$ cat config.mk
export PLATFORM = sky130hd
export DESIGN_NAME = coef_bank
export DESIGN_NICKNAME = d
export VERILOG_FILES = /design/src/rtl/fir_pkg.sv /design/src/rtl/coef_bank.sv
export SDC_FILE = /design/constraint.sdc
export NUM_CORES = 1
export LEC_CHECK = 0
export BUFFER_PORTS_ARGS = -buffer_cell sky130_fd_sc_hd__buf_2
export CORE_UTILIZATION = 35
export DETAILED_ROUTE_END_ITERATION = 8
export GPL_TIMING_DRIVEN = 0
export PLACE_DENSITY = 0.66
export RECOVER_POWER = 100
export SYNTH_ARGS = -nofsm -noshare
export SYNTH_HDL_FRONTEND = slang
export SYNTH_SLANG_ARGS = --single-unit
$ cat constraint.sdc
create_clock -name clk -period 4.23 [get_ports clk]
set_input_delay 0.423 -clock clk [delete_from_list [all_inputs] [get_ports clk]]
set_output_delay 0.423 -clock clk [all_outputs]
set_load 0.05 [all_outputs]
$ cat src/rtl/fir_pkg.sv
`default_nettype none

package fir_pkg;

   // Sample and coefficient formats
   localparam int sample_w = 18;
   localparam int coef_w = 16;

   // 15 taps folded into 7 symmetric pairs plus the center tap
   localparam int num_taps = 15;
   localparam int num_coefs = 8;
   localparam int coef_addr_w = 3;

   // Datapath widths
   localparam int prod_w = 2 * sample_w;
   localparam int acc_w = 43;
   localparam int out_lsb = 16;

   // Strobes needed before the output pipeline holds valid data
   localparam int pipe_depth = 4;

   // Symmetric saturation limits
   localparam logic [sample_w-1:0] sat_pos = 18'h1ffff;
   localparam logic [sample_w-1:0] sat_neg = 18'h20001;

   typedef enum logic [0:0] {
      op_write = 1'b0,
      op_apply = 1'b1
   } coef_op_t;

   typedef enum logic [1:0] {
      idle,
      busy,
      wait_release
   } coef_state_t;

endpackage

`default_nettype wire

$ cat src/rtl/coef_bank.sv
`default_nettype none

module coef_bank (
   input  logic                              clk,
   input  logic                              reset,
   input  logic                              sync_in,
   input  logic                              coef_req,
   input  fir_pkg::coef_op_t                 coef_op,
   input  logic [fir_pkg::coef_addr_w-1:0]   coef_addr,
   input  logic [fir_pkg::coef_w-1:0]        coef_data,
   output logic                              coef_ack,
   output logic [fir_pkg::coef_w-1:0]        c0c14,
   output logic [fir_pkg::coef_w-1:0]        c1c13,
   output logic [fir_pkg::coef_w-1:0]        c2c12,
   output logic [fir_pkg::coef_w-1:0]        c3c11,
   output logic [fir_pkg::coef_w-1:0]        c4c10,
   output logic [fir_pkg::coef_w-1:0]        c5c9,
   output logic [fir_pkg::coef_w-1:0]        c6c8,
   output logic [fir_pkg::coef_w-1:0]        c7
);

   logic [fir_pkg::coef_w-1:0] shadow [fir_pkg::num_coefs];
   logic [fir_pkg::coef_w-1:0] active [fir_pkg::num_coefs];
   fir_pkg::coef_state_t       state;

   always_ff @(posedge clk) begin
      if (reset) begin
         state    <= fir_pkg::idle;
         coef_ack <= 1'b0;
         for (int k = 0; k < fir_pkg::num_coefs; k++) begin
            shadow[k] <= '0;
            active[k] <= '0;
         end
      end else begin
         case (state)
            fir_pkg::idle: begin
               if (coef_req) begin
                  if (coef_op == fir_pkg::op_write) begin
                     shadow[coef_addr] <= coef_data;
                  end
                  state <= fir_pkg::busy;
               end
            end
            fir_pkg::busy: begin
               // Apply is held off until a cycle without a strobe
               if (coef_op == fir_pkg::op_write || !sync_in) begin
                  if (coef_op == fir_pkg::op_apply) begin
                     active <= shadow;
                  end
                  coef_ack <= 1'b1;
                  state    <= fir_pkg::wait_release;
               end
            end
            fir_pkg::wait_release: begin
               if (!coef_req) begin
                  coef_ack <= 1'b0;
                  state    <= fir_pkg::idle;
               end
            end
            default: state <= fir_pkg::idle;
         endcase
      end
   end

   assign c0c14 = active[0];
   assign c1c13 = active[1];
   assign c2c12 = active[2];
   assign c3c11 = active[3];
   assign c4c10 = active[4];
   assign c5c9  = active[5];
   assign c6c8  = active[6];
   assign c7    = active[7];

endmodule

`default_nettype wire

### Yosys cells after proc, flatten, opt, wreduce, memory -nomap -nowiden

Index checks and enable logic that the tools add are counted.

* $lt $le $gt $ge: 2
* reduce and logical (&&, ||, !) cells: 9
* mux-type cells: 10
* bitwise logic cells: 2
* equal/unequal tests: 5

Operators with widths (number)
* 128-bit bitwise mux: 1
* 16-bit demux with 3-bit select: 1
* 16-bit two-way mux: 1
* 3-bit AND reduction: 4
* 2-bit two-way mux: 3
* 2-bit inequality test, second input constant: 3
* 2-bit one-hot mux with 3 select lines: 1
* 4-bit greater-or-equal comparator, second input constant: 1
* 4-bit by 1-bit < comparator with 1-bit output, second input constant: 1
* 3-bit inverter with 4-bit output: 1
* 2-bit by 1-bit == test with 1-bit output, second input constant: 1
* 2-bit == test, second input constant: 1
* 2-bit logical NOT: 1
* 1-bit two-way mux: 2
* 1-bit one-hot mux with 2 select lines: 1
* 2-bit nonzero test: 1
* 1-bit logical AND: 1
* 1-bit logical NOT: 1
* 1-bit logical OR: 1
* 1-bit inverter: 1

* flip-flop bits (word level): 259
* input bits: 24
* output and inout bits: 129
* logic and storage cells: 46

### Longest topological paths before layout

* depth in word-level cells: 6
* mapped depth: 6
* gate-level depth less buffers: 3

### Worst setup path before layout

No wires, ideal clock.

* path kind: register -> register
* from: register state[1]
* to: register shadow[102] (netlist name)
* data required time: 4.101 ns
* stages on the path, launching flop included: 7
* path buffers: 3
* arrival: 1.864 ns
* clock period less this slack: 1.993 ns
* setup slack: 2.237 ns
* setup time: 0.129 ns
* cells stage by stage: dfxtp_1 buf_2 or4b_4 or4b_1 buf_2 buf_6 mux2i_1

* cells in the longest elaborated chain, start to end: 2

RTL lines
* from (decl): RTL line coef_bank.sv:24 `fir_pkg::coef_state_t state;`
* from (signal assigned): RTL line coef_bank.sv:28 `state <= fir_pkg::idle;`
* from (signal assigned): RTL line coef_bank.sv:41 `state <= fir_pkg::busy;`
* from (signal assigned): RTL line coef_bank.sv:51 `state <= fir_pkg::wait_release;`
* 2-bit logical NOT: RTL line coef_bank.sv:35 `case (state)`
* 3-bit AND reduction (no source line)
* to (signal, indexed assignment): RTL line coef_bank.sv:39 `shadow[coef_addr] <= coef_data;`
* to (decl): RTL line coef_bank.sv:22 `logic [fir_pkg::coef_w-1:0] shadow [fir_pkg::num_coefs];`

Every way passes these cells.
A chain may end at the register's enable or synchronous reset.

### Final worst setup path

* from: register state[1]
* to: register shadow[57] (netlist name)

Same word-level chain as after synthesis.

==> impl_metrics.json <==
{
  "dpl.hpwl_um": 18200,
  "cts.clk_slew.worst_paths_ns": 0.06,
  "cp.required_ns": 4.58,
  "fin_cells": 1567,
  "p_leak_nw": 4.451,
  "cp_max_fo": 10,
  "power_density_nw_per_um2": 433.6,
  "period_share": 0.6807,
  "final_cell_mix": "259 x dfxtp_1, 256 x nand2_1, 213 x clkbuf_1, 144 x nand2b_1, 129 x mux2i_1",
  "slowest_stage": "nor4b_1",
  "synth_mux_area_frac": 0.1356,
  "drt_first_pass_iters": 5,
  "antenna_left": 0,
  "cts_buffers": 26,
  "fmax_mhz": 347.3,
  "cts_root_buf": "clkbuf_16",
  "switching_share": 0.2202,
  "grt_max_degree": 14,
  "synth.distinct_cells": 26,
  "via_count": 7418,
  "arrival_ns": 3.23,
  "num_rows": 60,
  "start_util": 0.3554,
  "status": "finished, final reports clean",
  "gr-total-overflow": 0,
  "seq_area_um2": 5185,
  "combPwrFrac": 0.043,
  "hold_ws_ns": 0.2747,
  "drv_cap": 0,
  "slowest_delay_ns": 0.92,
  "drtIter0Drc": 461,
  "relSlewSlack": 0.1699,
  "clk_latency_ns": 0.52,
  "grt_pass1_vias": 7344,
  "ctsHoldBuffers": 0,
  "reg2reg_slack_ns": 1.35,
  "remaining_drc_errors": 0,
  "ys_ff_latch": 259,
  "finalCriticalPeriod_ns": 2.879,
  "slew_violations": 0,
  "ioPinCount": 153,
  "nets": 1232,
  "tns_ns": 0,
  "syn_area_um2": 9525,
  "core_um2": 26800,
  "p_sw_mw": 1.084,
  "finalHoldViolCount": 0,
  "cp-end-kind": "flop",
  "cts.sinks": 259,
  "fp.dieW_um": 167.0,
  "worst_slew_pin_slew_ns": 1.228,
  "diodes": 0,
  "synth-seq-area-share": 0.5443,
  "synth-compound-area-share": 0.07001,
  "synth_xor_area_frac": 0,
  "cts_tree": "done",
  "synth-adder-area-share": 0,
  "final_common_cell": "dfxtp_1",
  "rsz0062_at_grt": "false",
  "cts_setup_buffers": 0,
  "dp_cells": 1521,
  "die_h_um": 167.0,
  "die_area_um2": 27880,
  "synth.avg_cell_area_um2": 9.239,
  "grt_pass1_wl_um": 40830,
  "finalSetupViolations": 0,
  "setup_ws_ns": 1.351,
  "multi_input_area_um2": 3965,
  "internal_power_mw": 3.838,
  "wirelength_um": 26560,
  "place_area_um2": 10700,
  "clk_path_buf_depth": 3,
  "post_route_cells_drive_above_1_share": 0.04894,
  "pwr-share-clk": 0.456,
  "cp-start-kind": "flop",
  "gp_congestion": 0.7912,
  "holdCritPathClass": "in -> reg",
  "htreeDepth": 1,
  "final_area_um2": 11350,
  "cp_cell_sequence": "clkbuf_1 > nor4b_1 > nand3_1 > clkbuf_1 > mux2i_1",
  "routed_via_density": 4.734,
  "post-place-ws_ns": 1.192,
  "port-buffer-count": 149,
  "synth_top_family_by_area": "simple AND/OR/NAND/NOR gates",
  "worstSetupPathType": "reg -> reg",
  "antenna_found_initial": 0,
  "seqPwrFrac": 0.501,
  "synth_nets": 1055,
  "synth_simple_gate_area_frac": 0.2124,
  "fin_worst_skew_ns": 0.009639,
  "ir_drop_v": 0.0002172,
  "synth_warnings": 0,
  "post_cts_resized": 0,
  "area.growth.synth_to_final_pct": 19.16,
  "cpMostUsedCell": "clkbuf_1",
  "n_fill_cell": 2695,
  "grtUsageTotal": 0.1882,
  "synth_cells": 1031,
  "wire_per_inst_um": 16.95
}
==> power by group through the flow <==
stage / logic (mW) / registers [mW] / clock network (mW)
final: 0.210 / 2.47 / 2.25
after global routing: 0.226 / 2.47 / 2.39
after CTS: 0.213 / 2.47 / 2.29
after detailed placement: 0.212 / 2.52 / 0
after global placement: 0.211 / 2.52 / 0
after floorplan: 0.124 / 2.52 / 0
==> cell usage after synthesis (all sizes together) <==
| master | count | area [um2] |
|---|---|---|
| a211oi | 1 | 7.510 |
| a21boi | 1 | 7.510 |
| a21oi | 128 | 640.6 |
| a31oi | 1 | 6.260 |
| buf | 24 | 103.8 |
| clkbuf | 68 | 255.2 |
| dfxtp | 259 | 5185 |
| mux2i | 129 | 1291 |
| nand2 | 256 | 960.9 |
| nand2b | 144 | 900.9 |
| nand3 | 1 | 5.000 |
| nand3b | 1 | 7.510 |
| nand4 | 1 | 6.260 |
| nand4b | 3 | 26.28 |
| nand4bb | 1 | 11.26 |
| nor2 | 3 | 11.26 |
| nor2b | 1 | 6.260 |
| nor3 | 1 | 5.000 |
| nor4b | 3 | 38.79 |
| nor4bb | 1 | 10.01 |
| o21ai | 1 | 5.000 |
| or4b | 3 | 33.78 |
==> cell type report <==
| cell class | instances | area share |
|---|---|---|
| tap | 341 | 0.03759 |
| multi-input combinational | 680 | 0.3493 |
| timing repair buffer | 149 | 0.05137 |
| clock buffer | 41 | 0.07209 |
| clock inverter | 5 | 0.002425 |
| buffer | 92 | 0.03042 |
| sequential | 259 | 0.4568 |
==> flip-flops by register name, indices dropped and copies added, names as in the netlist <==
register and cells:
c1c13 16, coef_ack 1, c3c11 16, c0c14 16, c4c10 16, state 2, c5c9 16, shadow 128
c6c8 16, c2c12 16, c7 16
==> routing by layer <==
metal / share of wire / global-route usage
met5: 0 / 0
met4: 0.018 / 0.04670
met3: 0.054 / 0.03137
met2: 0.45 / 0.3049
met1: 0.48 / 0.2595
==> path summary, 6_finish.rpt <==
kind | start | end | cells after the start
worst min-delay path | coef_req | coef_ack | 3
worst min register to register | shadow[74] | c3c11[10] | 2
worst max-delay path | state[1] | shadow[57] | 5
worst max register to register | state[1] | shadow[57] | 5
==> worst max-delay path: cells and delay by family, from the launching register on <==
family | cells | cell delay, ns
and+or+nand+nor | 2 | 1.58
buffers and inverters | 2 | 0.64
DFF | 1 | 0.29
muxes | 1 | 0.20
==> cells by family (layout without fill, tap and decap cells) <==
family / Yosys count / after routing
buffers and inverters: 92 / 287
AO/OA/AOI/OAI: 132 / 132
AND/OR/NAND/NOR: 419 / 419
flip-flops: 259 / 259
multiplexers: 129 / 129
==> metrics by stage <==
stage	power, mW	utilization
3_3_place_gp	2.730	0.3992
6_report	4.922	0.4235
3_5_place_dp	2.732	0.3992
2_1_floorplan	2.647	-
5_1_grt	5.081	0.4235
4_1_cts	4.969	0.4307
Note: power is estimated with default switching activity, not from simulation.
